### config.mk
export PLATFORM = sky130hd
export DESIGN_NAME = field_dump
export DESIGN_NICKNAME = d
export VERILOG_FILES = /design/src/hdl/robots_field_pkg.sv /design/src/hdl/robots_ctrl_pkg.sv /design/src/hdl/field_dump.sv
export VERILOG_INCLUDE_DIRS = /design/src /design/src/hdl
export SDC_FILE = /design/constraint.sdc
export NUM_CORES = 1
export LEC_CHECK = 0
export ABC_AREA = 1
export BUFFER_PORTS_ARGS = -buffer_cell sky130_fd_sc_hd__clkbuf_2
export CORE_AREA = 5 5 42 44
export DETAILED_ROUTE_END_ITERATION = 12
export DIE_AREA = 0 0 47 49
export PLACE_DENSITY = 0.79
export SYNTH_ARGS = -nofsm -noshare
export SYNTH_HDL_FRONTEND = slang
export SYNTH_SLANG_ARGS = --single-unit
### constraint.sdc
create_clock -name vclk -period 1.2
set_input_delay 0.24 -clock vclk [all_inputs]
set_output_delay 0.24 -clock vclk [all_outputs]
set_load 0.005 [all_outputs]
### src/hdl/robots_cfg.svh
/* Field geometry, scan timing, robot density, dump framing and PRNG constants.
   The geometry values must stay powers of two in the column direction. */
`ifndef ROBOTS_CFG_SVH
`define ROBOTS_CFG_SVH

// tile map geometry, one byte holds two stacked cells
`define ROBOTS_COLS 128
`define ROBOTS_ROW_PAIRS 48
// columns from here to the right edge hold the score area
`define ROBOTS_SCORE_COL 7'd120

// clocks spent on each byte of the scan
`define ROBOTS_PHASES 5

// robot probability added per level, units of 1/65536
`define ROBOT_PROB_STEP 12'd171
// player start column must stay left of the score area
`define PLAYER_X_LIMIT 7'd120
// player start row is this plus 0..63
`define PLAYER_Y_BASE 7'd16

// serial dump frame markers
`define DUMP_MARK_START 8'h23
`define DUMP_MARK_ROW 8'h24
`define DUMP_MARK_ROW_END 8'h25
`define DUMP_MARK_END 8'h26
// upper nibble of every dumped data byte
`define DUMP_DATA_TAG 4'h3

// 29-bit galois LFSR, x^29 + x^27 + 1
`define PRNG_SEED 29'd1
`define PRNG_TAPS 29'h1400_0000

`endif

### src/hdl/robots_field_pkg.sv
/* Tile map and cell types. Address is the row pair above the column,
   so the map is 48 rows of 128 bytes packed with no gaps. */
`default_nettype none

package robots_field_pkg;

    // contents of one playing field cell
    typedef enum logic [1:0] {
        cell_empty  = 2'd0,
        cell_robot  = 2'd1,
        cell_trash  = 2'd2,
        cell_player = 2'd3
    } cell_t;

    typedef logic [12:0] tile_addr_t;
    // low nibble visible: bits 1:0 upper cell, bits 3:2 lower cell
    typedef logic [7:0] tile_byte_t;
    typedef logic [6:0] col_t;
    typedef logic [5:0] row_pair_t;

    // byte address of a scan position
    function automatic tile_addr_t tile_addr(input row_pair_t y, input col_t x);
        return {y, x};
    endfunction

endpackage

`default_nettype wire

### src/hdl/robots_ctrl_pkg.sv
/* Scan control types. Opcode encodings are internal and may be renumbered
   freely; only the order of the pass sequence matters. */
`default_nettype none

package robots_ctrl_pkg;

    // one opcode runs for a whole pass over the tile map
    typedef enum logic [2:0] {
        opc_boot      = 3'd0,
        opc_idle      = 3'd1,
        opc_new_game  = 3'd2,
        opc_new_level = 3'd3,
        opc_dump      = 3'd4
    } opcode_t;

    // clock within the current byte, 0 to 4
    typedef logic [2:0] phase_t;

endpackage

`default_nettype wire

### src/hdl/field_dump.sv
/* Streams the tile map over the serial strobe/ready port with frame markers.
   Pause or a busy transmitter freezes the scan, so no byte is dropped. */
`default_nettype none

`include "robots_cfg.svh"

module field_dump (
    input  robots_ctrl_pkg::opcode_t     opcode,
    input  robots_field_pkg::col_t       x,
    input  robots_field_pkg::row_pair_t  y,
    input  robots_ctrl_pkg::phase_t      phase,
    input  robots_field_pkg::tile_byte_t rdata,
    input  logic                         dump_pause,
    input  logic                         ser_tx_rdy,
    output logic                         req,
    output robots_field_pkg::tile_addr_t addr,
    output logic                         suspend,
    output logic [7:0]                   ser_tx_dat,
    output logic                         ser_tx_stb
);

    logic x_first, y_first, x_last, y_last;
    logic emit;

    assign x_first = (x == robots_field_pkg::col_t'(`ROBOTS_COLS - 1));
    assign y_first = (y == robots_field_pkg::row_pair_t'(`ROBOTS_ROW_PAIRS - 1));
    assign x_last  = (x == '0);
    assign y_last  = (y == '0);

    // what goes out in each phase of a byte
    always_comb begin
        emit       = 1'b0;
        ser_tx_dat = 8'h00;
        case (phase)
            3'd0: if (x_first && y_first) begin
                emit       = 1'b1;
                ser_tx_dat = `DUMP_MARK_START;
            end
            3'd1: if (x_first) begin
                emit       = 1'b1;
                ser_tx_dat = `DUMP_MARK_ROW;
            end
            // read data for this byte is valid from phase 1 on
            3'd2: begin
                emit       = 1'b1;
                ser_tx_dat = {`DUMP_DATA_TAG, rdata[3:0]};
            end
            3'd3: if (x_last) begin
                emit       = 1'b1;
                ser_tx_dat = `DUMP_MARK_ROW_END;
            end
            3'd4: if (x_last && y_last) begin
                emit       = 1'b1;
                ser_tx_dat = `DUMP_MARK_END;
            end
            default: emit = 1'b0;
        endcase
    end

    assign req  = (opcode == robots_ctrl_pkg::opc_dump);
    assign addr = robots_field_pkg::tile_addr(y, x);

    // hold every phase, not only emitting ones, until the port is free
    assign suspend    = req && (dump_pause || !ser_tx_rdy);
    assign ser_tx_stb = req && emit && ser_tx_rdy && !dump_pause;

endmodule

`default_nettype wire

==> results.json <==
{
  "status": "finished with violations",
  "violations": "setup timing",
  "hold_violations": 0,
  "clkPwrFrac": 0,
  "cp-start-kind": "primary input",
  "placed_area_um2": 568.0,
  "drcViolationCount": 0,
  "core-area_um2": 1401,
  "placementRows": 14,
  "min_path_type": "primary input to output port",
  "cts_hold_buf": 0,
  "hold_slack_ns": 0.6658,
  "io-pin-count": 53,
  "antenna_found_initial": 0,
  "setup_ws_ns": -0.1230,
  "yosysWarningCount": 0,
  "swShare": 0.4801,
  "syn_area_um2": 399.1,
  "setup_viol": 5,
  "dpl.hpwl_um": 1103,
  "grt_overflow_total": 0,
  "cp_num_buf_inv": 3,
  "path_cells": "clkbuf_2 > inv_1 > nor2_1 > nand2_2 > nor2_4 > nor2_4 > nand2_2 > nor2_4 > nor2_2 > buf_2",
  "slew_violations": 0,
  "irDropWorstVdd_v": 0.00009465,
  "grt_pass1_vias": 524,
  "internal-power_mw": 0.09535,
  "area_growth_pct": 79.31,
  "fin_area_um2": 715.7,
  "ys_seq_area_frac": 0,
  "fp.dieH_um": 49,
  "rsz0062_at_grt": "true",
  "start_util": 0.2848,
  "nFillCells": 158,
  "leakage_nw": 0.4344,
  "seq_cells": 0,
  "synth_cell_types": 14,
  "ant_nets": 0,
  "finalCritPeriodShare": 1.103,
  "seqCellArea_um2": 0,
  "critPathMaxStageDelay_ns": 0.16,
  "min_period_ns": 1.323,
  "totalWireLength_um": 1359,
  "port_buffers": 47,
  "seq_power_share": 0,
  "powerDensity_nw_per_um2": 256.2,
  "comb_power_share": 1.000,
  "nClkBuffers": 0,
  "dp.cells": 131,
  "wl_per_cell_um": 10.22,
  "grt_pass1_wl_um": 1925,
  "crit_family": "simple AND/OR/NAND/NOR gates",
  "die_w_um": 47,
  "drive_gt1_frac": 0.6923,
  "multiInputGateArea_um2": 319.1,
  "via_per_inst": 4.361,
  "fin_nets": 148,
  "slowest_stage": "nor2_4",
  "drv_cap": 0,
  "worstPathArrival_ns": 1.08,
  "cp.required_ns": 0.96,
  "fmax_mhz": 755.8,
  "grt_max_degree": 6,
  "drt_first_pass_iters": 2,
  "fin_cells": 133,
  "vias": 580,
  "syn_avg_cell_area_um2": 5.052,
  "critPathMaxFanout": 2,
  "drtIter0Drc": 4,
  "crit_top_cell": "nor2_4",
  "power.switching_mw": 0.08804,
  "synthCells": 79,
  "antenna_cells": 0,
  "gp_congestion": 0.7773,
  "crit_type": "primary input to output port",
  "grt_usage": 0.1039,
  "end_kind": "output port",
  "dieArea_um2": 2303
}
==> cells by family (layout without fill, tap and decap cells) <==
family          after synthesis  after routing  share of synthesized area
buf+inv                      29             66                     0.4232
simple gates                 47             47                     0.5360
compound gates                2              2                    0.03134
other cells                   1              2                   0.009395
==> power by group through the flow <==
stage	Clock, mW	Combinational (mW)	Sequential, mW
after floorplan	0	0.0835	0
after global placement	0	0.138	0
after detailed placement	0	0.142	0
after CTS	0	0.146	0
after global routing	0	0.201	0
final	0	0.183	0
==> per-layer routing <==
| layer | vias up | track usage | part of all wire |
|---|---|---|---|
| met5 | - | 0 | 0 |
| met3 | 2 | 0.01107 | 0.11 |
| li1 | 294 | - | - |
| met2 | 29 | 0.2217 | 0.58 |
| met1 | 255 | 0.09783 | 0.30 |
| met4 | 0 | 0.009217 | 0.0059 |
==> synthesized netlist by cell type <==
library cell	n	area, um^2
buf_4	16	120.1
nand2_1	16	60.06
nor2_1	16	60.06
inv_1	11	41.29
nand3_1	6	30.03
nor2_2	4	25.02
inv_2	2	7.510
nand2_2	2	12.51
a21oi_1	1	5.000
a22oi_1	1	7.510
conb_1	1	3.750
nand3_2	1	10.01
nor2_4	1	11.26
nor3_1	1	5.000
==> cells in the final DEF, fill, tap and decap left out <==
master	netlist	final
nand2_1	16	11
nor2_4	1	9
clkbuf_2	0	35
inv_4	0	2
a21oi_1	1	1
conb_1	1	2
buf_6	0	4
nand2_2	2	7
inv_1	11	9
buf_4	16	8
inv_2	2	2
nor2_2	4	5
buf_8	0	1
nand3_2	1	3
clkbuf_4	0	1
nor3_1	1	1
a22oi_1	1	1
nand3_1	6	4
buf_2	0	4
nor2_1	16	7
==> cell type report <==
type / instances / area share
repair buffers: 53 / 0.4510
multi-input cells: 51 / 0.4458
inverters: 13 / 0.07517
well taps: 16 / 0.02797
==> stage by stage <==
| step | setup WS [ns] | util | setup TNS, ns | power [mW] |
|---|---|---|---|---|
| CTS | -0.1134 | 0.4196 | -0.3855 | 0.1458 |
| global route | -0.1973 | 0.5107 | -0.7345 | 0.2007 |
| detailed placement | -0.1186 | 0.4054 | -0.3577 | 0.1416 |
| floorplan | 0.07414 | - | 0 | 0.08349 |
| finish | -0.1230 | 0.5107 | -0.3614 | 0.1834 |
| global placement | -0.1042 | 0.4054 | -0.2676 | 0.1380 |
==> final timing paths <==
check | startpoint | depth (start not counted) | endpoint
setup / recovery | x[6] | 10 | ser_tx_stb
hold / removal | x[3] | 2 | addr[3]
==> repair_timing <==
item	CTS	global route
gates resized for setup	6	43
pin swaps	4	12
setup buffers	1	1
setup endpoints to repair	4	6
No activity file was read; power rests on OpenSTA's default activity.
