### config.mk
export PLATFORM = sky130hd
export DESIGN_NAME = scan_sequencer
export DESIGN_NICKNAME = d
export VERILOG_FILES = /design/src/hdl/robots_field_pkg.sv /design/src/hdl/robots_ctrl_pkg.sv /design/src/hdl/scan_sequencer.sv
export VERILOG_INCLUDE_DIRS = /design/src /design/src/hdl
export SDC_FILE = /design/constraint.sdc
export NUM_CORES = 1
export LEC_CHECK = 0
export BUFFER_PORTS_ARGS = -buffer_cell sky130_fd_sc_hd__buf_2
export CAP_MARGIN = 5
export CORE_UTILIZATION = 56
export DETAILED_ROUTE_END_ITERATION = 7
export PLACE_DENSITY = 0.83
export SETUP_SLACK_MARGIN = 0.3
export SYNTH_ARGS = -nofsm -noshare
export SYNTH_HDL_FRONTEND = slang
export SYNTH_SLANG_ARGS = --single-unit
### constraint.sdc
create_clock -name clk -period 5.6 [get_ports clk]
set_clock_uncertainty 0.2 [all_clocks]
set_input_delay 0.56 -clock clk [delete_from_list [all_inputs] [get_ports clk]]
set_output_delay 0.56 -clock clk [all_outputs]
set_load 0.05 [all_outputs]
### src/hdl/robots_cfg.svh
/* Field geometry, scan timing, robot density, dump framing and PRNG constants.
   The geometry values must stay powers of two in the column direction. */
`ifndef ROBOTS_CFG_SVH
`define ROBOTS_CFG_SVH

// tile map geometry, one byte holds two stacked cells
`define ROBOTS_COLS 128
`define ROBOTS_ROW_PAIRS 48
// columns from here to the right edge hold the score area
`define ROBOTS_SCORE_COL 7'd120

// clocks spent on each byte of the scan
`define ROBOTS_PHASES 5

// robot probability added per level, units of 1/65536
`define ROBOT_PROB_STEP 12'd171
// player start column must stay left of the score area
`define PLAYER_X_LIMIT 7'd120
// player start row is this plus 0..63
`define PLAYER_Y_BASE 7'd16

// serial dump frame markers
`define DUMP_MARK_START 8'h23
`define DUMP_MARK_ROW 8'h24
`define DUMP_MARK_ROW_END 8'h25
`define DUMP_MARK_END 8'h26
// upper nibble of every dumped data byte
`define DUMP_DATA_TAG 4'h3

// 29-bit galois LFSR, x^29 + x^27 + 1
`define PRNG_SEED 29'd1
`define PRNG_TAPS 29'h1400_0000

`endif

### src/hdl/robots_field_pkg.sv
/* Tile map and cell types. Address is the row pair above the column,
   so the map is 48 rows of 128 bytes packed with no gaps. */
`default_nettype none

package robots_field_pkg;

    // contents of one playing field cell
    typedef enum logic [1:0] {
        cell_empty  = 2'd0,
        cell_robot  = 2'd1,
        cell_trash  = 2'd2,
        cell_player = 2'd3
    } cell_t;

    typedef logic [12:0] tile_addr_t;
    // low nibble visible: bits 1:0 upper cell, bits 3:2 lower cell
    typedef logic [7:0] tile_byte_t;
    typedef logic [6:0] col_t;
    typedef logic [5:0] row_pair_t;

    // byte address of a scan position
    function automatic tile_addr_t tile_addr(input row_pair_t y, input col_t x);
        return {y, x};
    endfunction

endpackage

`default_nettype wire

### src/hdl/robots_ctrl_pkg.sv
/* Scan control types. Opcode encodings are internal and may be renumbered
   freely; only the order of the pass sequence matters. */
`default_nettype none

package robots_ctrl_pkg;

    // one opcode runs for a whole pass over the tile map
    typedef enum logic [2:0] {
        opc_boot      = 3'd0,
        opc_idle      = 3'd1,
        opc_new_game  = 3'd2,
        opc_new_level = 3'd3,
        opc_dump      = 3'd4
    } opcode_t;

    // clock within the current byte, 0 to 4
    typedef logic [2:0] phase_t;

endpackage

`default_nettype wire

### src/hdl/scan_sequencer.sv
/* Walks the tile map in reverse, five clocks per byte, one opcode per pass.
   Commands are pulses, latched until taken in idle. Suspend freezes the scan. */
`default_nettype none

`include "robots_cfg.svh"

module scan_sequencer (
    input  logic                        clk,
    input  logic                        rst,
    input  logic                        cmd_new_level,
    input  logic                        cmd_new_game,
    input  logic                        dump_start,
    input  logic                        suspend,
    output robots_ctrl_pkg::opcode_t    opcode,
    output robots_field_pkg::col_t      x,
    output robots_field_pkg::row_pair_t y,
    output robots_ctrl_pkg::phase_t     phase,
    output logic                        fill_start,
    output logic                        game_restart
);

    localparam robots_field_pkg::col_t x_first =
        robots_field_pkg::col_t'(`ROBOTS_COLS - 1);
    localparam robots_field_pkg::row_pair_t y_first =
        robots_field_pkg::row_pair_t'(`ROBOTS_ROW_PAIRS - 1);
    localparam robots_ctrl_pkg::phase_t phase_last =
        robots_ctrl_pkg::phase_t'(`ROBOTS_PHASES - 1);

    logic pend_level, pend_game, pend_dump;
    logic take_level, take_game, take_dump;
    logic last_phase, last_byte, advance_op;
    robots_ctrl_pkg::opcode_t opcode_next;

    assign last_phase = (phase == phase_last);
    assign last_byte  = last_phase && (x == '0) && (y == '0);
    // idle switches on any cycle, other opcodes at the end of their pass
    assign advance_op = !suspend && ((opcode == robots_ctrl_pkg::opc_idle) || last_byte);

    always_comb begin
        opcode_next = robots_ctrl_pkg::opc_idle;
        take_level  = 1'b0;
        take_game   = 1'b0;
        take_dump   = 1'b0;
        case (opcode)
            robots_ctrl_pkg::opc_idle: begin
                // new level, then new game, then dump
                if (pend_level) begin
                    take_level  = 1'b1;
                    opcode_next = robots_ctrl_pkg::opc_new_level;
                end else if (pend_game) begin
                    take_game   = 1'b1;
                    opcode_next = robots_ctrl_pkg::opc_new_game;
                end else if (pend_dump) begin
                    take_dump   = 1'b1;
                    opcode_next = robots_ctrl_pkg::opc_dump;
                end
            end
            robots_ctrl_pkg::opc_boot:     opcode_next = robots_ctrl_pkg::opc_new_game;
            robots_ctrl_pkg::opc_new_game: opcode_next = robots_ctrl_pkg::opc_new_level;
            default:                       opcode_next = robots_ctrl_pkg::opc_idle;
        endcase
    end

    // filler advances level and player on entry to new_level
    assign fill_start   = advance_op && (opcode_next == robots_ctrl_pkg::opc_new_level);
    assign game_restart = advance_op && take_game;

    always_ff @(posedge clk) begin
        if (rst) begin
            opcode     <= robots_ctrl_pkg::opc_boot;
            x          <= x_first;
            y          <= y_first;
            phase      <= '0;
            pend_level <= 1'b0;
            pend_game  <= 1'b0;
            pend_dump  <= 1'b0;
        end else begin
            // a new pulse wins over a clear on the same cycle
            pend_level <= (pend_level && !(take_level && advance_op)) || cmd_new_level;
            pend_game  <= (pend_game && !(take_game && advance_op)) || cmd_new_game;
            pend_dump  <= (pend_dump && !(take_dump && advance_op)) || dump_start;
            if (advance_op) begin
                opcode <= opcode_next;
                x      <= x_first;
                y      <= y_first;
                phase  <= '0;
            end else if (!suspend) begin
                if (!last_phase) begin
                    phase <= phase + 3'd1;
                end else begin
                    phase <= '0;
                    if (x != '0) begin
                        x <= x - 7'd1;
                    end else begin
                        x <= x_first;
                        y <= y - 6'd1;
                    end
                end
            end
        end
    end

    a_phase_range : assert property (@(posedge clk) disable iff (rst)
        phase < robots_ctrl_pkg::phase_t'(`ROBOTS_PHASES));

endmodule

`default_nettype wire

==> reports/summary.txt <==
Busiest grt layer -> met2
Met1 Use GR -> 28.0%
Met2 usage -> 41.9%
GR Util met3 -> 4.62%
Post-synthesis sequential area ratio -> 38.2%
Largest fanout on the critical path -> 10
Clock buffer depth -> 2
Clock-pin transition on the worst setup and hold timing paths -> 120 ps
Yosys cell types -> 38
Share of layout cells above drive strength 1 -> 20.9%
Area of the multi-input gates -> 662 um^2
Layout filler cell count -> 168
Global-route wire length before repair -> 3700 um
CP Cell Sequence -> inv_1 -> ha_1 -> and4bb_1 -> nand4_1 -> nand2_1 -> and3_1 -> buf_2
Final setup violation count -> 0
Setup TNS -> 0 ps
Largest net degree at the start of global routing -> 13
Nets@finish -> 176
WHS -> 246 ps
Post-CTS Hold Fix Bufs -> 0
Worst path arrival time -> 2230 ps
DRT antenna net count -> 0
CTS tree -> done
Worst-skew pair later-pin latency -> 300 ps
Max-slew headroom -> 52.7%
Via count -> 1085
Diodes inserted -> 0
Core area -> 1940 um^2
Setup crit start kind -> flop
Final hold violations -> 0
Dpl ws -> 2810 ps
CP Class -> reg2out
Number of flops mapped to enable cells by yosys -> 0
Die area -> 2240 um^2
Sw Share -> 24.6%
Layout area overhead -> 15.6%
Root buf cell -> clkbuf_4
Chip width -> 47.4 um
Count leader, synth -> dfxtp_1
Vias per cell -> 5.71
Utilization after layout -> 68.6%
WL final -> 2470 um
Worst path bufs/invs -> 2
Max-slew violation count -> 0
Seq cells post-synth -> 22
Slew @ Worst Pin -> 699 ps
Initial antenna violation count -> 0
Syn nets -> 148
Crit path capture type -> primary output
Drt wl/cell -> 13.0 um
Cts repair resizes -> 0
Hpwl dp -> 1870 um
Outcome -> complete, no violations
Hold path depth -> 3
Async S/R FF share, synth -> 0%
Final worst-path cycle share -> 53.3%
PwrDens -> 207 nW/um^2
Top cell type's share of synthesized area -> 38.2%
Post-route cell area -> 1330 um^2
Critical path's slowest cell -> and4bb_1
R2R cell count -> 6
Starting Density -> 59.3%
Register area -> 440 um^2
Unrepaired setup endpoints after global routing -> false
H-tree depth -> 1
Clock Sinks -> 22
Fin crit period -> 2990 ps
Drt pass-1 iters -> 4
Peak supply drop -> 0.121 mV
Cell taking the most area after synthesis -> dfxtp_1
Gr usage total -> 23.3%
Placed insts -> 186
Static leakage -> 0.554 nW
Pwr Total -> 0.276 mW
Min-delay worst type -> in2reg
Peak Freq -> 0.335 GHz
Flop pwr share -> 59.6%
# Max-Cap Violations -> 0
Worst setup margin -> 2610 ps
CTS Buf Count -> 3
Post-DP Area -> 1300 um^2
Avg Synthesized Cell Area -> 8.47 um^2
# DRC -> 0
Post-route non-filler standard cell count -> 190
Row Count -> 16
Cell Int Power -> 0.208 mW
I/O pins -> 27
Cells after synthesis -> 136
Port bufs -> 26
Top cells by area, synth -> dfxtp_1 38%, ha_1 6.5%, nand2_1 4.9%, nor2_1 4.9%, a21oi_1 3.9%
Mapped Area -> 1150 um^2
Post-synth top flop -> dfxtp_1
Stages on the worst setup path -> 7
Die height -> 47.4 um
DR iter-0 viols -> 25
Clock power frac -> 31.4%
Number of setup buffers added after CTS -> 0
P_sw -> 0.0678 mW
Comb pwr share -> 9.1%
CP top delay family -> simple AND/OR/NAND/NOR gates
CP required -> 4840 ps
Gr ovfl total -> 0
Max incr delay on CP -> 430 ps
Commonest cells in the netlist -> 22 x dfxtp_1, 15 x nand2_1, 15 x nor2_1, 9 x a21oi_1, 8 x inv_1
YS warnings -> 0
Final RePlAce weighted congestion -> 0.839
Vias in the first global route -> 886
==> placed cells by master, fill, tap and decap left out, types with 3 or more instances in the layout <==
cell type / netlist / final
o21ai_0: 6 / 6
nand2_1: 15 / 15
buf_2: 1 / 26
nor2_1: 15 / 15
ha_1: 6 / 6
nand3_1: 4 / 4
xnor2_1: 3 / 3
xor2_1: 4 / 4
clkbuf_4: 0 / 3
nor3_1: 4 / 4
or3_1: 3 / 3
nand4_1: 5 / 5
dfxtp_1: 22 / 22
o211ai_1: 3 / 3
a21oi_1: 9 / 9
inv_1: 8 / 8
==> cells by family (layout without fill, tap and decap cells) <==
family                   count (synthesis)  count (layout)  share of synthesized area, %
multiplexers                             1               1                         0.869
AO/OA/AOI/OAI                           25              25                          13.6
buffers and inverters                   11              38                          4.34
AND/OR/NAND/NOR                         64              64                          31.2
flip-flops                              22              22                          38.2
XOR/XNOR                                 7               7                          5.32
adder cells (fa/ha/maj)                  6               6                          6.51
==> power groups by stage <==
stage	Combinational (mW)	Sequential [mW]	Clock, mW
final	0.0251	0.164	0.0866
after global routing	0.0273	0.165	0.0954
after CTS	0.0253	0.164	0.0885
after detailed placement	0.0252	0.168	0
after global placement	0.0239	0.168	0
after floorplan	0.0128	0.173	0
==> area by class of cell <==
class / instances / area share (%)
clock buffers: 4 / 2.72
inverters: 8 / 2.25
flip-flops and latches: 22 / 33.1
multi-input cells: 103 / 49.7
repair buffers: 26 / 9.77
well taps: 27 / 2.54
==> worst paths after layout <==
path	slack (ps)	start	endpoint
worst max-delay path	2610	phase[0]	game_restart
worst min-delay path	250	cmd_new_level	pend_level
worst max register to register	3310	phase[0]	x[2]
worst min register to register	330	x[2]	x[2]
==> routing by layer <==
metal	share of wire, %	up-vias
li1	-	541
met1	44	508
met2	51	32
met3	3.9	4
met4	1.0	0
met5	0	-
==> registers in the layout, summed over array words and instances, names as in the netlist <==
| name | count |
|---|---|
| phase | 3 |
| opcode | 3 |
| pend_dump | 1 |
| pend_game | 1 |
| y | 6 |
| x | 7 |
| pend_level | 1 |
==> worst register-to-register path: stages, from the launching register on <==
cell and delay (ps):
dfxtp_1 410, inv_1 70, ha_1 250, and4bb_1 330, nand3_1 230, nor3b_1 510, o211ai_1 160
Power figures use the tool's default switching activity.
