===== src/hdl/robots_cfg.svh =====
/* Field geometry, scan timing, robot density, dump framing and PRNG constants.
   The geometry values must stay powers of two in the column direction. */
`ifndef ROBOTS_CFG_SVH
`define ROBOTS_CFG_SVH

// tile map geometry, one byte holds two stacked cells
`define ROBOTS_COLS 128
`define ROBOTS_ROW_PAIRS 48
// columns from here to the right edge hold the score area
`define ROBOTS_SCORE_COL 7'd120

// clocks spent on each byte of the scan
`define ROBOTS_PHASES 5

// robot probability added per level, units of 1/65536
`define ROBOT_PROB_STEP 12'd171
// player start column must stay left of the score area
`define PLAYER_X_LIMIT 7'd120
// player start row is this plus 0..63
`define PLAYER_Y_BASE 7'd16

// serial dump frame markers
`define DUMP_MARK_START 8'h23
`define DUMP_MARK_ROW 8'h24
`define DUMP_MARK_ROW_END 8'h25
`define DUMP_MARK_END 8'h26
// upper nibble of every dumped data byte
`define DUMP_DATA_TAG 4'h3

// 29-bit galois LFSR, x^29 + x^27 + 1
`define PRNG_SEED 29'd1
`define PRNG_TAPS 29'h1400_0000

`endif


===== src/hdl/robots_field_pkg.sv =====
/* Tile map and cell types. Address is the row pair above the column,
   so the map is 48 rows of 128 bytes packed with no gaps. */
`default_nettype none

package robots_field_pkg;

    // contents of one playing field cell
    typedef enum logic [1:0] {
        cell_empty  = 2'd0,
        cell_robot  = 2'd1,
        cell_trash  = 2'd2,
        cell_player = 2'd3
    } cell_t;

    typedef logic [12:0] tile_addr_t;
    // low nibble visible: bits 1:0 upper cell, bits 3:2 lower cell
    typedef logic [7:0] tile_byte_t;
    typedef logic [6:0] col_t;
    typedef logic [5:0] row_pair_t;

    // byte address of a scan position
    function automatic tile_addr_t tile_addr(input row_pair_t y, input col_t x);
        return {y, x};
    endfunction

endpackage

`default_nettype wire


===== src/hdl/robots_ctrl_pkg.sv =====
/* Scan control types. Opcode encodings are internal and may be renumbered
   freely; only the order of the pass sequence matters. */
`default_nettype none

package robots_ctrl_pkg;

    // one opcode runs for a whole pass over the tile map
    typedef enum logic [2:0] {
        opc_boot      = 3'd0,
        opc_idle      = 3'd1,
        opc_new_game  = 3'd2,
        opc_new_level = 3'd3,
        opc_dump      = 3'd4
    } opcode_t;

    // clock within the current byte, 0 to 4
    typedef logic [2:0] phase_t;

endpackage

`default_nettype wire


===== src/hdl/level_fill.sv =====
/* Clears the play area and places robots and one player for a new level.
   Robot count is only statistical. Score columns are written as zero. */
`default_nettype none

`include "robots_cfg.svh"

module level_fill (
    input  logic                         clk,
    input  logic                         rst,
    input  robots_ctrl_pkg::opcode_t     opcode,
    input  robots_field_pkg::col_t       x,
    input  robots_field_pkg::row_pair_t  y,
    input  robots_ctrl_pkg::phase_t      phase,
    input  logic                         fill_start,
    input  logic                         game_restart,
    input  robots_field_pkg::tile_byte_t rdata,
    output logic                         req,
    output logic                         wen,
    output robots_field_pkg::tile_addr_t addr,
    output robots_field_pkg::tile_byte_t wdata
);

    logic [28:0] prng_st;
    logic [15:0] prng;
    logic [11:0] robot_prob;
    logic [6:0] player_x, player_y;
    logic [6:0] new_player_x, new_player_y;
    logic place_robot, robot_upper, player_pair, in_score;
    robots_field_pkg::cell_t cell_upper, cell_lower;

    // eight galois shifts per clock
    function automatic logic [28:0] lfsr_step8(input logic [28:0] s);
        logic [28:0] v;
        v = s;
        for (int i = 0; i < 8; i++) begin
            v = v[0] ? ((v >> 1) ^ `PRNG_TAPS) : (v >> 1);
        end
        return v;
    endfunction

    always_ff @(posedge clk) begin
        if (rst) begin
            prng_st <= `PRNG_SEED;
        end else begin
            prng_st <= lfsr_step8(prng_st);
        end
    end

    // newest two clocks of output
    assign prng = prng_st[15:0];

    // robot density rises per level, top bit kept clear so it never wraps to zero
    always_ff @(posedge clk) begin
        if (rst || game_restart) begin
            robot_prob <= '0;
        end else if (fill_start) begin
            robot_prob <= {1'b0, robot_prob[10:0]} + `ROBOT_PROB_STEP;
        end
    end

    assign place_robot = (prng < {4'd0, robot_prob});

    // player column 0..119, fall back to mid field; row 16..79
    assign new_player_x = (prng[12:6] < `PLAYER_X_LIMIT) ? prng[12:6] : (`PLAYER_X_LIMIT >> 1);
    assign new_player_y = {1'b0, prng[5:0]} + `PLAYER_Y_BASE;

    always_ff @(posedge clk) begin
        if (rst) begin
            player_x <= '0;
            player_y <= '0;
        end else if (fill_start) begin
            player_x <= new_player_x;
            player_y <= new_player_y;
        end
    end

    // upper cell decided in phase 0, lower one at write time
    always_ff @(posedge clk) begin
        if (phase == '0) begin
            robot_upper <= place_robot;
        end
    end

    assign player_pair = (x == player_x) && (y == player_y[6:1]);
    assign in_score    = (x >= `ROBOTS_SCORE_COL);

    always_comb begin
        if (player_pair && !player_y[0]) begin
            cell_upper = robots_field_pkg::cell_player;
        end else begin
            cell_upper = robot_upper ? robots_field_pkg::cell_robot : robots_field_pkg::cell_empty;
        end
        if (player_pair && player_y[0]) begin
            cell_lower = robots_field_pkg::cell_player;
        end else begin
            cell_lower = place_robot ? robots_field_pkg::cell_robot : robots_field_pkg::cell_empty;
        end
    end

    assign req   = (opcode == robots_ctrl_pkg::opc_new_level);
    assign addr  = robots_field_pkg::tile_addr(y, x);
    assign wen   = req && (phase == 3'd3);
    assign wdata = in_score ? 8'h00 : {4'h0, cell_lower, cell_upper};

    // the byte written reads back through arbiter and RAM two clocks later
    a_readback : assert property (@(posedge clk) disable iff (rst)
        wen |=> ##1 (rdata == $past(wdata, 2)));

endmodule

`default_nettype wire


===== config.mk =====
export PLATFORM = sky130hd
export DESIGN_NAME = level_fill
export DESIGN_NICKNAME = d
export VERILOG_FILES = /design/src/hdl/robots_field_pkg.sv /design/src/hdl/robots_ctrl_pkg.sv /design/src/hdl/level_fill.sv
export VERILOG_INCLUDE_DIRS = /design/src /design/src/hdl
export SDC_FILE = /design/constraint.sdc
export NUM_CORES = 1
export LEC_CHECK = 0
export BUFFER_PORTS_ARGS = -buffer_cell sky130_fd_sc_hd__clkbuf_2
export CAP_MARGIN = 5
export CELL_PAD_IN_SITES_DETAIL_PLACEMENT = 1
export CELL_PAD_IN_SITES_GLOBAL_PLACEMENT = 2
export CORE_MARGIN = 2
export CORE_UTILIZATION = 35
export CTS_CLUSTER_DIAMETER = 50
export DETAILED_ROUTE_END_ITERATION = 8
export GPL_ROUTABILITY_DRIVEN = 0
export PLACE_DENSITY_LB_ADDON = 0.1
export RECOVER_POWER = 25
export SYNTH_ARGS = -nofsm -noshare
export SYNTH_HDL_FRONTEND = slang
export SYNTH_SLANG_ARGS = --single-unit

===== constraint.sdc =====
create_clock -name clk -period 4.3 [get_ports clk]
set_clock_uncertainty 0.2 [all_clocks]
set_input_delay 0.645 -clock clk [delete_from_list [all_inputs] [get_ports clk]]
set_output_delay 0.645 -clock clk [all_outputs]
set_load 0.05 [all_outputs]

==> impl_metrics.py <==
metrics = {
    "finish": {
        "utilization_pct": 39.53,
        "final_area_um2": 2836,
        "diodes": 0,
        "layout_commonest_cell": "dfxtp_1",
        "finalNetCount": 349,
        "mostFrequentLayoutCells": "dfxtp_1 (55), clkbuf_2 (40), nor2_1 (34)",
        "area_growth_pct": 10.48,
        "drive_gt1_share_pct": 16.34,
    },
    "routing": {
        "wl_per_cell_um": 14.28,
        "avgViaCountPerCell": 4.719,
        "num_vias": 1911,
        "drc_errors": 0,
        "antenna_left": 0,
        "drtIter0Drc": 32,
        "routed_wl_um": 5785,
        "first_pass_iters": 3,
    },
    "yosys": {
        "synth_cells": 279,
        "ys_seq_area_share_pct": 44.05,
        "ys_types": 43,
        "synth_edf_count": 1,
        "ys_warn_count": 0,
        "async_reset_ff_share_pct": 0,
        "ys_ff_latch": 56,
        "syn_area_um2": 2567,
        "synth.avg_cell_area_um2": 9.202,
        "synth_ff_type": "dfxtp_1",
    },
    "clocking": {
        "cts_tree": "done",
        "clk_latency_ns": 0.32,
        "cts_buffers": 5,
        "post_cts_buffers": 0,
        "cts.sinks": 56,
        "cts-root-buf": "clkbuf_8",
        "clk_pin_slew_ns": 0.11,
        "ctsResizeCount": 0,
        "cts.path.max_buffers": 2,
        "cts-hold-fix-buffers": 0,
        "htree_num_levels": 2,
    },
    "floorplan": {
        "rows": 31,
        "initial_core_util_pct": 35.78,
        "dieArea_um2": 8037,
        "core_area_um2": 7176,
        "ios": 54,
        "fp.dieH_um": 89.65,
        "die_w_um": 89.65,
    },
    "sta": {
        "hold_slack_ns": 0.2468,
        "slew_viol_final": 45,
        "rsz0062_at_grt": "no",
        "fin_crit_ns": 3.121,
        "relSlewSlack_pct": -26.59,
        "setup_viol": 0,
        "max_freq_ghz": 0.3204,
        "finalHoldViolations": 0,
        "worstMarginPinSlew_ns": 1.899,
        "tns_ns": 0,
        "fin_crit_sh_pct": 72.57,
    },
    "placed_design": {
        "hpwl_um": 4395,
        "portBuffers": 41,
        "postPlaceCellArea_um2": 2744,
    },
    "power": {
        "power_w": 0.0009864,
        "vdd_ir_drop_max_v": 0.0001878,
        "leakage_nw": 1.160,
        "power.density_nw_per_um2": 347.8,
    },
    "critical_path": {
        "cp-end-kind": "primary output",
        "critPathRequiredTime_ns": 3.45,
        "cp-start-kind": "register",
        "cp_max_fo": 9,
        "worstSetupPathType": "reg -> out",
        "cp.arrival_ns": 2.28,
    },
    "outcome": {
        "failed_checks": "max-capacitance violations, max-slew violations",
        "outcome": "finished with violations",
    },
    "grt": {
        "grt_usage_pct": 15.40,
        "grt_max_degree": 45,
        "grt_pass1_vias": 1821,
        "overflow": 0,
        "antenna_found_initial": 0,
        "grt_pass1_wl_um": 9183,
    },
    "flow_run": {
        "cap_violations": 1,
    },
    "hold_path": {
        "hold_class": "reg -> reg",
    },
}
registers in the layout, indices dropped and copies added (netlist names):
| name | cells |
|---|---|
| robot_prob | 12 |
| player_y | 7 |
| player_x | 7 |
| prng_st | 29 |
| robot_upper | 1 |
cell families (layout without fill, tap and decap cells):
group / after synthesis / in the layout / share of synthesized area [%]
adder cells (fa/ha/maj): 13 / 13 / 6.335
AO/OA/AOI/OAI: 36 / 36 / 9.211
buffers and inverters: 41 / 65 / 8.869
other: 1 / 4 / 0.1461
XOR/XNOR: 27 / 27 / 9.211
multiplexers: 9 / 9 / 3.509
AND/OR/NAND/NOR: 96 / 96 / 18.67
flip-flops: 56 / 56 / 44.05
power breakdown:
group | internal [W] | total, W | leakage (nW) | switching (W)
Combinational | 0.0000389 | 0.000128 | 0.654 | 0.0000894
Sequential | 0.000531 | 0.000540 | 0.456 | 0.00000873
Clock | 0.000124 | 0.000319 | 0.0511 | 0.000195
Total | 0.000693 | 0.000986 | 1.16 | 0.000293
layout make-up:
class	count	area (um^2)
fill	852	4339
multi-input combinational	185	1220
sequential	56	1131
timing repair buffer	42	207.7
tap	99	123.9
clock buffer	5	68.82
inverter	15	56.30
clock inverter	3	28.78
Yosys cell counts, types with 2 or more instances:
| cell type | number | share of area (%) |
|---|---|---|
| dfxtp_1 | 55 | 43 |
| nor2_1 | 34 | 5.0 |
| nor2b_1 | 22 | 5.4 |
| xnor2_1 | 20 | 6.8 |
| buf_4 | 17 | 5.0 |
| ha_1 | 13 | 6.3 |
| inv_1 | 13 | 1.9 |
| nand2_1 | 13 | 1.9 |
| mux2i_1 | 9 | 3.5 |
| a21oi_1 | 8 | 1.6 |
| nand4_1 | 7 | 1.7 |
| nor4_1 | 7 | 1.7 |
| xor2_1 | 7 | 2.4 |
| o21ai_0 | 6 | 1.2 |
| clkbuf_1 | 5 | 0.73 |
| nor3_1 | 4 | 0.78 |
| a211oi_1 | 3 | 0.88 |
| a22oi_1 | 3 | 0.88 |
| nand3_1 | 3 | 0.58 |
| o21a_1 | 3 | 0.88 |
| a21o_1 | 2 | 0.58 |
| buf_2 | 2 | 0.39 |
| o21ai_1 | 2 | 0.39 |
| o31ai_1 | 2 | 0.58 |
critical path, stage by stage (launching register included):
cell	delay [ns]
dfxtp_1	0.37
clkinv_1	0.24
ha_1	0.41
nand4_1	0.10
a2111o_1	0.32
nand4_1	0.17
o22ai_1	0.10
clkbuf_2	0.24
worst paths after layout:
kind | start | end | slack [ns] | cells after the start
max reg2reg | robot_prob[7] | robot_upper | 2.18 | 6
min | prng_st[16] | prng_st[8] | 0.25 | 1
max | robot_prob[7] | wdata[2] | 1.18 | 7
min reg2reg | prng_st[16] | prng_st[8] | 0.25 | 1
per-stage QoR:
step / setup slack (ns) / instances
2_1_floorplan: 1.034 / 282
3_3_place_gp: 1.405 / 397
3_5_place_dp: 1.414 / 397
4_1_cts: 1.132 / 405
5_1_grt: 0.9956 / 405
6_report: 1.179 / 405
metal layers:
metal / track usage [%] / part of all wire [%]
met1: 22.36 / 52
met2: 23.20 / 43
met3: 2.742 / 3.4
met4: 4.885 / 1.3
met5: 0 / 0
Note: power is estimated with default switching activity, not from simulation.
