File: config.mk
export PLATFORM = sky130hd
export DESIGN_NAME = tile_arbiter
export DESIGN_NICKNAME = d
export VERILOG_FILES = /design/src/hdl/robots_cfg.svh /design/src/hdl/robots_field_pkg.sv /design/src/hdl/tile_arbiter.sv
export SDC_FILE = /design/constraint.sdc
export NUM_CORES = 1
export LEC_CHECK = 0
export ABC_CLOCK_PERIOD_IN_PS = 800
export BUFFER_PORTS_ARGS = -buffer_cell sky130_fd_sc_hd__clkbuf_2
export CAP_MARGIN = 20
export CORE_AREA = 2 2 39 41
export DETAILED_ROUTE_END_ITERATION = 8
export DIE_AREA = 0 0 41 43
export GPL_TIMING_DRIVEN = 0
export PLACE_DENSITY = 0.63
export SLEW_MARGIN = 20
export SYNTH_ARGS = -nofsm -noshare
export SYNTH_HDL_FRONTEND = slang
export SYNTH_SLANG_ARGS = --single-unit
File: constraint.sdc
create_clock -name vclk -period 0.8
set_input_delay 0 -clock vclk [all_inputs]
set_output_delay 0 -clock vclk [all_outputs]
set_load 0.02 [all_outputs]
File: src/hdl/robots_cfg.svh
/* Field geometry, scan timing, robot density, dump framing and PRNG constants.
   The geometry values must stay powers of two in the column direction. */
`ifndef ROBOTS_CFG_SVH
`define ROBOTS_CFG_SVH

// tile map geometry, one byte holds two stacked cells
`define ROBOTS_COLS 128
`define ROBOTS_ROW_PAIRS 48
// columns from here to the right edge hold the score area
`define ROBOTS_SCORE_COL 7'd120

// clocks spent on each byte of the scan
`define ROBOTS_PHASES 5

// robot probability added per level, units of 1/65536
`define ROBOT_PROB_STEP 12'd171
// player start column must stay left of the score area
`define PLAYER_X_LIMIT 7'd120
// player start row is this plus 0..63
`define PLAYER_Y_BASE 7'd16

// serial dump frame markers
`define DUMP_MARK_START 8'h23
`define DUMP_MARK_ROW 8'h24
`define DUMP_MARK_ROW_END 8'h25
`define DUMP_MARK_END 8'h26
// upper nibble of every dumped data byte
`define DUMP_DATA_TAG 4'h3

// 29-bit galois LFSR, x^29 + x^27 + 1
`define PRNG_SEED 29'd1
`define PRNG_TAPS 29'h1400_0000

`endif

File: src/hdl/robots_field_pkg.sv
/* Tile map and cell types. Address is the row pair above the column,
   so the map is 48 rows of 128 bytes packed with no gaps. */
`default_nettype none

package robots_field_pkg;

    // contents of one playing field cell
    typedef enum logic [1:0] {
        cell_empty  = 2'd0,
        cell_robot  = 2'd1,
        cell_trash  = 2'd2,
        cell_player = 2'd3
    } cell_t;

    typedef logic [12:0] tile_addr_t;
    // low nibble visible: bits 1:0 upper cell, bits 3:2 lower cell
    typedef logic [7:0] tile_byte_t;
    typedef logic [6:0] col_t;
    typedef logic [5:0] row_pair_t;

    // byte address of a scan position
    function automatic tile_addr_t tile_addr(input row_pair_t y, input col_t x);
        return {y, x};
    endfunction

endpackage

`default_nettype wire

File: src/hdl/tile_arbiter.sv
/* Shares the RAM port between the level filler and the field dumper.
   Filler has priority; only the filler may write. Idle port reads address 0. */
`default_nettype none

module tile_arbiter (
    input  logic                         clk,
    input  logic                         rst,
    input  logic                         fill_req,
    input  logic                         fill_wen,
    input  robots_field_pkg::tile_addr_t fill_addr,
    input  robots_field_pkg::tile_byte_t fill_wdata,
    input  logic                         dump_req,
    input  robots_field_pkg::tile_addr_t dump_addr,
    output robots_field_pkg::tile_addr_t ram_addr,
    output logic                         ram_wen,
    output robots_field_pkg::tile_byte_t ram_wdata
);

    logic fill_grant;
    logic dump_grant;

    // filler first
    assign fill_grant = fill_req;
    assign dump_grant = dump_req && !fill_req;

    assign ram_addr = fill_grant ? fill_addr :
                      dump_grant ? dump_addr : '0;
    // writes without the grant never reach the RAM
    assign ram_wen   = fill_grant && fill_wen;
    assign ram_wdata = fill_wdata;

    // each engine requests only during its own opcode
    a_req_exclusive : assert property (@(posedge clk) disable iff (rst)
        !(fill_req && dump_req));

    // the filler holds the port for a while before its first write of a byte
    a_wen_granted : assert property (@(posedge clk) disable iff (rst)
        $rose(ram_wen) |-> $past(fill_grant));

endmodule

`default_nettype wire

==> impl_metrics.yaml, run 1 <==
global_routing:
  grt_pass1_wl_um: 1104
  grt-ovfl-total: 0
  grt_use_total: 0.08392
  grt_max_degree: 11
  antenna_found_initial: 0
  grt_pass1_vias: 297
job:
  cap_violations: 0
logic_synthesis:
  synth.distinct_cells: 6
  ys_seq_area_frac: 0
  synth_nets: 64
  synth_area_per_cell_um2: 8.208
  synthCells: 25
  netlist_area_um2: 205.2
  yosysWarnings: 0
detailed_routing:
  ant_nets: 0
  first_iter_violations: 0
  avgViaCountPerCell: 4.129
  dr.pass1.iters: 1
  vias: 384
  wl_per_cell_um: 9.000
  wl_um: 837
  drc: 0
power:
  powerDensity_mw_per_mm2: 702.6
  power_w: 0.0003464
  p_leak_nw: 0.3254
  vdd_drop_max_mv: 0.2372
sta:
  fin_crit_sh: 0.9155
  finalCriticalPeriod_ns: 0.7324
  relSlewSlack: 0.8928
  setup_viol: 0
  tightest_slew_ns: 0.1607
  drv_slew: 0
  fmax_mhz: 1365
  hold_viol: 0
layout:
  n_clock_buffer: 0
  post-route-util: 0.3562
  n_fill_cell: 148
  final_cells: 93
  num-nets-final: 118
  drive_gt1_frac: 0.8182
  seqCellArea_um2: 0
  design.seq.count: 0
  n_antenna_cell: 0
  area_delta_synth_final_pct: 140.2
die:
  ioPinCount: 61
  die_y_um: 43
  rows: 14
  die_area_mm2: 0.001763
  core-area_mm2: 0.001384
  dieWidth_um: 41
  start_util: 0.1483
outcome:
  run_status: "complete, no violations"
placed_design:
  port_buffers: 51
  placed_cells: 92
  globalplace.congestion: 0.6012
setup_path:
  critical_path.max_fanout: 10
  critPathCaptureType: "output pin"
  cp-start-kind: "input pin"
  cp.arrival_ns: 0.73
  criticalPathCategory: "input pin to output pin"
  critPathRequiredTime_ns: 0.80
clock_tree:
  ctsHoldBuffers: 0
hold_path:
  holdCritPathClass: "input pin to output pin"
  holdPathStages: 2
## where the power goes
group | switching, W | internal (W) | leakage [nW]
Clock | 0 | 0 | 0
Combinational | 0.000175 | 0.000172 | 0.325
Sequential | 0 | 0 | 0
## layout by cell type (no fill, tap or decap)
cell type   n
buf_2       3
buf_6       1
buf_4       9
clkbuf_2   49
nor2b_4     1
a22o_1     13
and2_1      1
## critical path, cell delays in order
cell      delay, ns
clkbuf_2       0.14
nor2b_4        0.15
buf_6          0.15
a22o_1         0.13
clkbuf_2       0.16
## routing by layer
metal,global-route usage,share of wire,routed length [um]
met5,0,0,0
met4,0,0,0
met3,0.005236,0.15,129
met2,0.1813,0.52,437
met1,0.07911,0.32,269
## layout make-up
class | instances | area, um^2 | area share
well taps | 16 | 20.02 | 0.04061
multi-input cells | 15 | 133.9 | 0.2716
plain buffers | 10 | 76.32 | 0.1548
repair buffers | 52 | 262.8 | 0.5330
## cells by family (layout without fill, tap and decap cells)
family / Yosys count / in the layout / synth area share
AOI/OAI and AO/OA: 13 / 13 / 0.5549
buffers and inverters: 10 / 62 / 0.3719
and+or+nand+nor: 2 / 2 / 0.07320
## path summary, 6_finish.rpt
| path | end | start | slack, ns |
|---|---|---|---|
| worst max-delay path | ram_addr[10] | fill_req | 0.07 |
| worst min-delay path | ram_wdata[2] | fill_wdata[2] | 0.22 |
## cells in the mapped netlist, drive strengths merged
cell type / number / area share
and2: 1 / 0.031
a22o: 13 / 0.55
nor2b: 1 / 0.043
buf: 10 / 0.37
## per-stage QoR
step	worst slack (ns)	hold slack [ns]	instance area, um^2	setup TNS [ns]
after floorplan	0.2457	0.1126	205.2	0
after global placement	0.004400	0.2247	480.5	0
after detailed placement	-0.004033	0.2252	480.5	-0.004033
after CTS	0.03500	0.2250	485.5	0
after global routing	-0.001559	0.2289	493.0	-0.001559
final	0.06764	0.2235	493.0	0
## what timing repair did
action,4_1_cts,5_1_grt
buffers inserted,0,1
resized for setup,1,2
gates cloned,0,0
setup endpoints to repair,1,8
Note: power is estimated with default switching activity, not from simulation.
==> inputs of run 2 (changes only) <==
==> constraint.sdc (replaced) <==
create_clock -name vclk -period 0.8
set_input_delay 0.08 -clock vclk [all_inputs]
set_output_delay 0.08 -clock vclk [all_outputs]
set_load 0.02 [all_outputs]
==> run 2 against run 1 <==
  * The run now ends with negative setup slack left
  * Clock-buffer cell count unchanged
  * Fmax decreased by 14%
  * Critical path depth unchanged
  * Hold slack improved by 0.16 ns
  * Sequential cell count unchanged
  * Largest cell class unchanged
  * Combinational power increased by 31%
  * Wire length increased by 12%
  * Sequential share of layout area unchanged
  * Cell area increased by 33%
==> impl_metrics.yaml, run 2 (synthesized netlist as in run 1, its figures left out) <==
global_routing:
  antenna_found_initial: 0
  grt_pass1_vias: 336
  grt-ovfl-total: 0
  grt_use_total: 0.1029
  grt_pass1_wl_um: 1331
  grt_max_degree: 11
setup_path:
  critical_path.max_fanout: 5
  cp_cell_sequence: "clkbuf_2 > nor2b_4 > buf_6 > a22o_1 > clkbuf_8"
  critPathRequiredTime_ns: 0.72
  cp-start-kind: "input pin"
  cp_num_buf_inv: 3
  slowest_delay_ns: 0.20
  critPathCaptureType: "output pin"
  cp.arrival_ns: 0.77
  cp_top_family: "buffers and inverters"
  slowest_stage: "a22o_1"
  criticalPathCategory: "input pin to output pin"
detailed_routing:
  dr.pass1.iters: 1
  wl_met1_um: 328
  drc: 0
  vias: 402
  ant_nets: 0
  wl_met3_um: 125
  wl_um: 936
  top_layer: "met3"
  wl_per_cell_um: 9.750
  first_iter_violations: 0
  dr_wl_met2_um: 482
  avgViaCountPerCell: 4.188
sta:
  fin_crit_sh: 1.062
  drv_slew: 0
  hold_viol: 0
  setup_viol: 13
  finalCriticalPeriod_ns: 0.8497
  tightest_slew_ns: 0.1278
  relSlewSlack: 0.9146
  fmax_mhz: 1177
  rsz0062_at_grt: "yes"
  layout_setup_ws_ns: -0.04967
layout:
  final_common_cell: "clkbuf_2"
  n_clock_buffer: 0
  mostFrequentLayoutCells: "clkbuf_2, a22o_1, clkbuf_8, buf_4, buf_6"
  seqCellArea_um2: 0
  design.seq.count: 0
  drive_gt1_frac: 0.8250
  num-nets-final: 121
  n_antenna_cell: 0
  area_delta_synth_final_pct: 219.5
  final_cell_area_um2: 655.6
die:
  ioPinCount: 61
  rows: 14
  dieWidth_um: 41
  die_y_um: 43
  start_util: 0.1483
  core-area_mm2: 0.001384
  die_area_mm2: 0.001763
placed_design:
  place_worst_setup_slack_ns: -0.1640
  globalplace.congestion: 0.6012
  placed_area_um2: 480.5
  port_buffers: 51
power:
  p_leak_nw: 0.3860
  vdd_drop_max_mv: 0.2672
  powerDensity_mw_per_mm2: 690.4
outcome:
  violations: "negative setup slack"
  run_status: "complete, but fails checks"
hold_path:
  holdCritPathClass: "input pin to output pin"
clock_tree:
  ctsHoldBuffers: 0
job:
  cap_violations: 0
## run 2: layout make-up
cell class / count / area [um^2]
plain buffers: 10 / 78.83
well taps: 16 / 20.02
multi-input cells: 15 / 133.9
repair buffers: 55 / 422.9
fillers: 131 / 728.2
## run 2: power breakdown
part	internal (W)	switching, W	total, W
Sequential	0	0	0
Clock	0	0	0
Combinational	0.000266	0.000187	0.000453
## run 2: path summary, 6_finish.rpt
check	startpoint	end	slack, ns	cells after the start
max	dump_req	ram_addr[3]	-0.05	5
min	fill_wdata[2]	ram_wdata[2]	0.38	2
## run 2: metal layers
layer,vias up,track usage
met1,165,0.1139
met4,0,0
met2,36,0.2063
met3,0,0.005236
met5,-,0
li1,201,-
## run 2: what timing repair did
action,in CTS,in global routing
resized for setup,33,0
pin swaps,5,2
setup endpoints to repair,14,13
buffers inserted,3,0
cloned,1,0
## run 2: per-stage QoR
stage,power (W),instances,TNS [ns],hold slack (ns),util
global placement,0.0003398,92,-1.539,0.3847,0.3472
CTS,0.0004561,96,-0.5821,0.3850,0.4738
finish,0.0004527,96,-0.5197,0.3835,0.4738
floorplan,0.0001992,25,0,0.2726,-
detailed placement,0.0003439,92,-1.630,0.3852,0.3472
global route,0.0004864,96,-1.115,0.3889,0.4738
==> inputs of run 3 (changes only) <==
--- a/config.mk
+++ b/config.mk
@@ -13,7 +13,9 @@
 export DIE_AREA = 0 0 41 43
 export GPL_TIMING_DRIVEN = 0
 export PLACE_DENSITY = 0.63
+export REMOVE_ABC_BUFFERS = 1
 export SLEW_MARGIN = 20
 export SYNTH_ARGS = -nofsm -noshare
 export SYNTH_HDL_FRONTEND = slang
 export SYNTH_SLANG_ARGS = --single-unit
+export TNS_END_PERCENT = 20
==> run 3 against run 2 <==
  * The run still ends with negative setup slack left
  * Worst setup slack improved by 0.014 ns
  * Core utilization decreased by 8.1 points
  * Critical endpoint is now ram_addr[11]
  * Sequential share of layout area unchanged
  * Largest cell class unchanged
  * Sequential cell count unchanged
==> impl_metrics.yaml, run 3 (synthesized netlist as in run 1, its figures left out) <==
detailed_routing:
  wl_per_cell_um: 11.80
  wl_um: 932
  ant_nets: 0
  drc: 0
  avgViaCountPerCell: 4.392
  dr.pass1.iters: 2
  vias: 347
  first_iter_violations: 1
power:
  power_w: 0.0003712
  vdd_drop_max_mv: 0.1340
  powerDensity_mw_per_mm2: 683.5
  p_leak_nw: 0.3072
sta:
  rsz0062_at_grt: "yes"
  fmax_mhz: 1197
  fin_crit_sh: 1.045
  relSlewSlack: 0.9224
  tightest_slew_ns: 0.1169
  setup_viol: 13
  drv_slew: 0
  hold_viol: 0
  hold_slack_ns: 0.1601
  finalCriticalPeriod_ns: 0.8358
  layout_setup_ws_ns: -0.03577
placed_design:
  globalplace.congestion: 0.4995
  place_worst_setup_slack_ns: -0.4044
  port_buffers: 43
  placed_area_um2: 364.1
layout:
  n_clock_buffer: 0
  n_antenna_cell: 0
  design.seq.count: 0
  n_fill_cell: 129
  area_delta_synth_final_pct: 164.6
  final_common_cell: "clkbuf_2"
  multi_input_area_um2: 133.9
  final_cell_area_um2: 543.0
  drive_gt1_frac: 0.7778
  seqCellArea_um2: 0
  mostFrequentLayoutCells: "clkbuf_2, a22o_1, clkbuf_8, buf_6, buf_4"
  num-nets-final: 104
  post-route-util: 0.3924
setup_path:
  slowest_delay_ns: 0.21
  cp_common_cell: "buf_6"
  critPathLaunch: "dump_req"
  cp.arrival_ns: 0.76
  critPathRequiredTime_ns: 0.72
  slowest_stage: "a22o_1"
  cp-start-kind: "input pin"
  critPathCaptureType: "output pin"
  cp_cell_sequence: "clkbuf_2 > nor2b_4 > buf_6 > a22o_1 > buf_6"
  critical_path.max_fanout: 6
  criticalPathCategory: "input pin to output pin"
hold_path:
  holdCritPathClass: "input pin to output pin"
  holdPathStages: 0
  hold_start: "fill_wdata[0]"
  min_to: "ram_wdata[0]"
job:
  cap_violations: 0
global_routing:
  antenna_found_initial: 0
  grt_pass1_wl_um: 1214
  grt_max_degree: 8
  grt_use_total: 0.09291
  grt_pass1_vias: 311
  grt-ovfl-total: 0
clock_tree:
  ctsHoldBuffers: 0
die:
  die_area_mm2: 0.001763
  ioPinCount: 61
  die_y_um: 43
  start_util: 0.1483
  dieWidth_um: 41
  core-area_mm2: 0.001384
  rows: 14
outcome:
  violations: "negative setup slack"
  run_status: "complete, but fails checks"
[run 3: cell types whose count changed in the layout (fill, tap and decap cells not counted)]
cell / before / now
buf_4: 12 / 3
buf_6: 2 / 4
clkbuf_8: 13 / 11
clkbuf_2: 37 / 29
[run 3: final cells by class]
type | count | share of cell area
Timing Repair Buffer | 48 | 0.7166
Multi-Input combinational cell | 15 | 0.2465
Tap cell | 16 | 0.03687
[run 3: repair_timing]
item / CTS / global route
setup endpoints to repair: 13 / 13
setup buffers: 5 / 0
pin swaps: 1 / 1
resized for setup: 28 / 6
[run 3: metal layers]
metal	vias up	global-route usage	wire (um)
met5	-	0	0
met4	0	0	0
met3	0	0.05236	171
met2	35	0.1875	495
met1	145	0.07278	265
li1	167	-	-
[run 3: how the worst max path moves through the flow]
stage              endpoint  slack, ns
3_3_place_gp   ram_addr[12]      -0.38
3_5_place_dp   ram_addr[12]      -0.40
4_1_cts         ram_addr[4]      -0.03
2_1_floorplan   ram_addr[0]       0.01
5_1_grt         ram_addr[5]      -0.07
6_report       ram_addr[11]      -0.04
[run 3: critical path: cells and delay by family]
family	cells	cell delay (ns)
buf+inv	3	0.34
simple gates	1	0.13
compound gates	1	0.21
[run 3: metrics by stage]
step	TNS, ns	std cells
2_1_floorplan	0	15
3_3_place_gp	-4.734	74
3_5_place_dp	-5.096	74
4_1_cts	-0.09552	79
5_1_grt	-0.7523	79
6_report	-0.3383	79
[run 3: power by group]
| part | switching [W] | leakage [nW] | internal (W) |
|---|---|---|---|
| logic | 0.000148 | 0.307 | 0.000223 |
| clock network | 0 | 0 | 0 |
| registers | 0 | 0 | 0 |
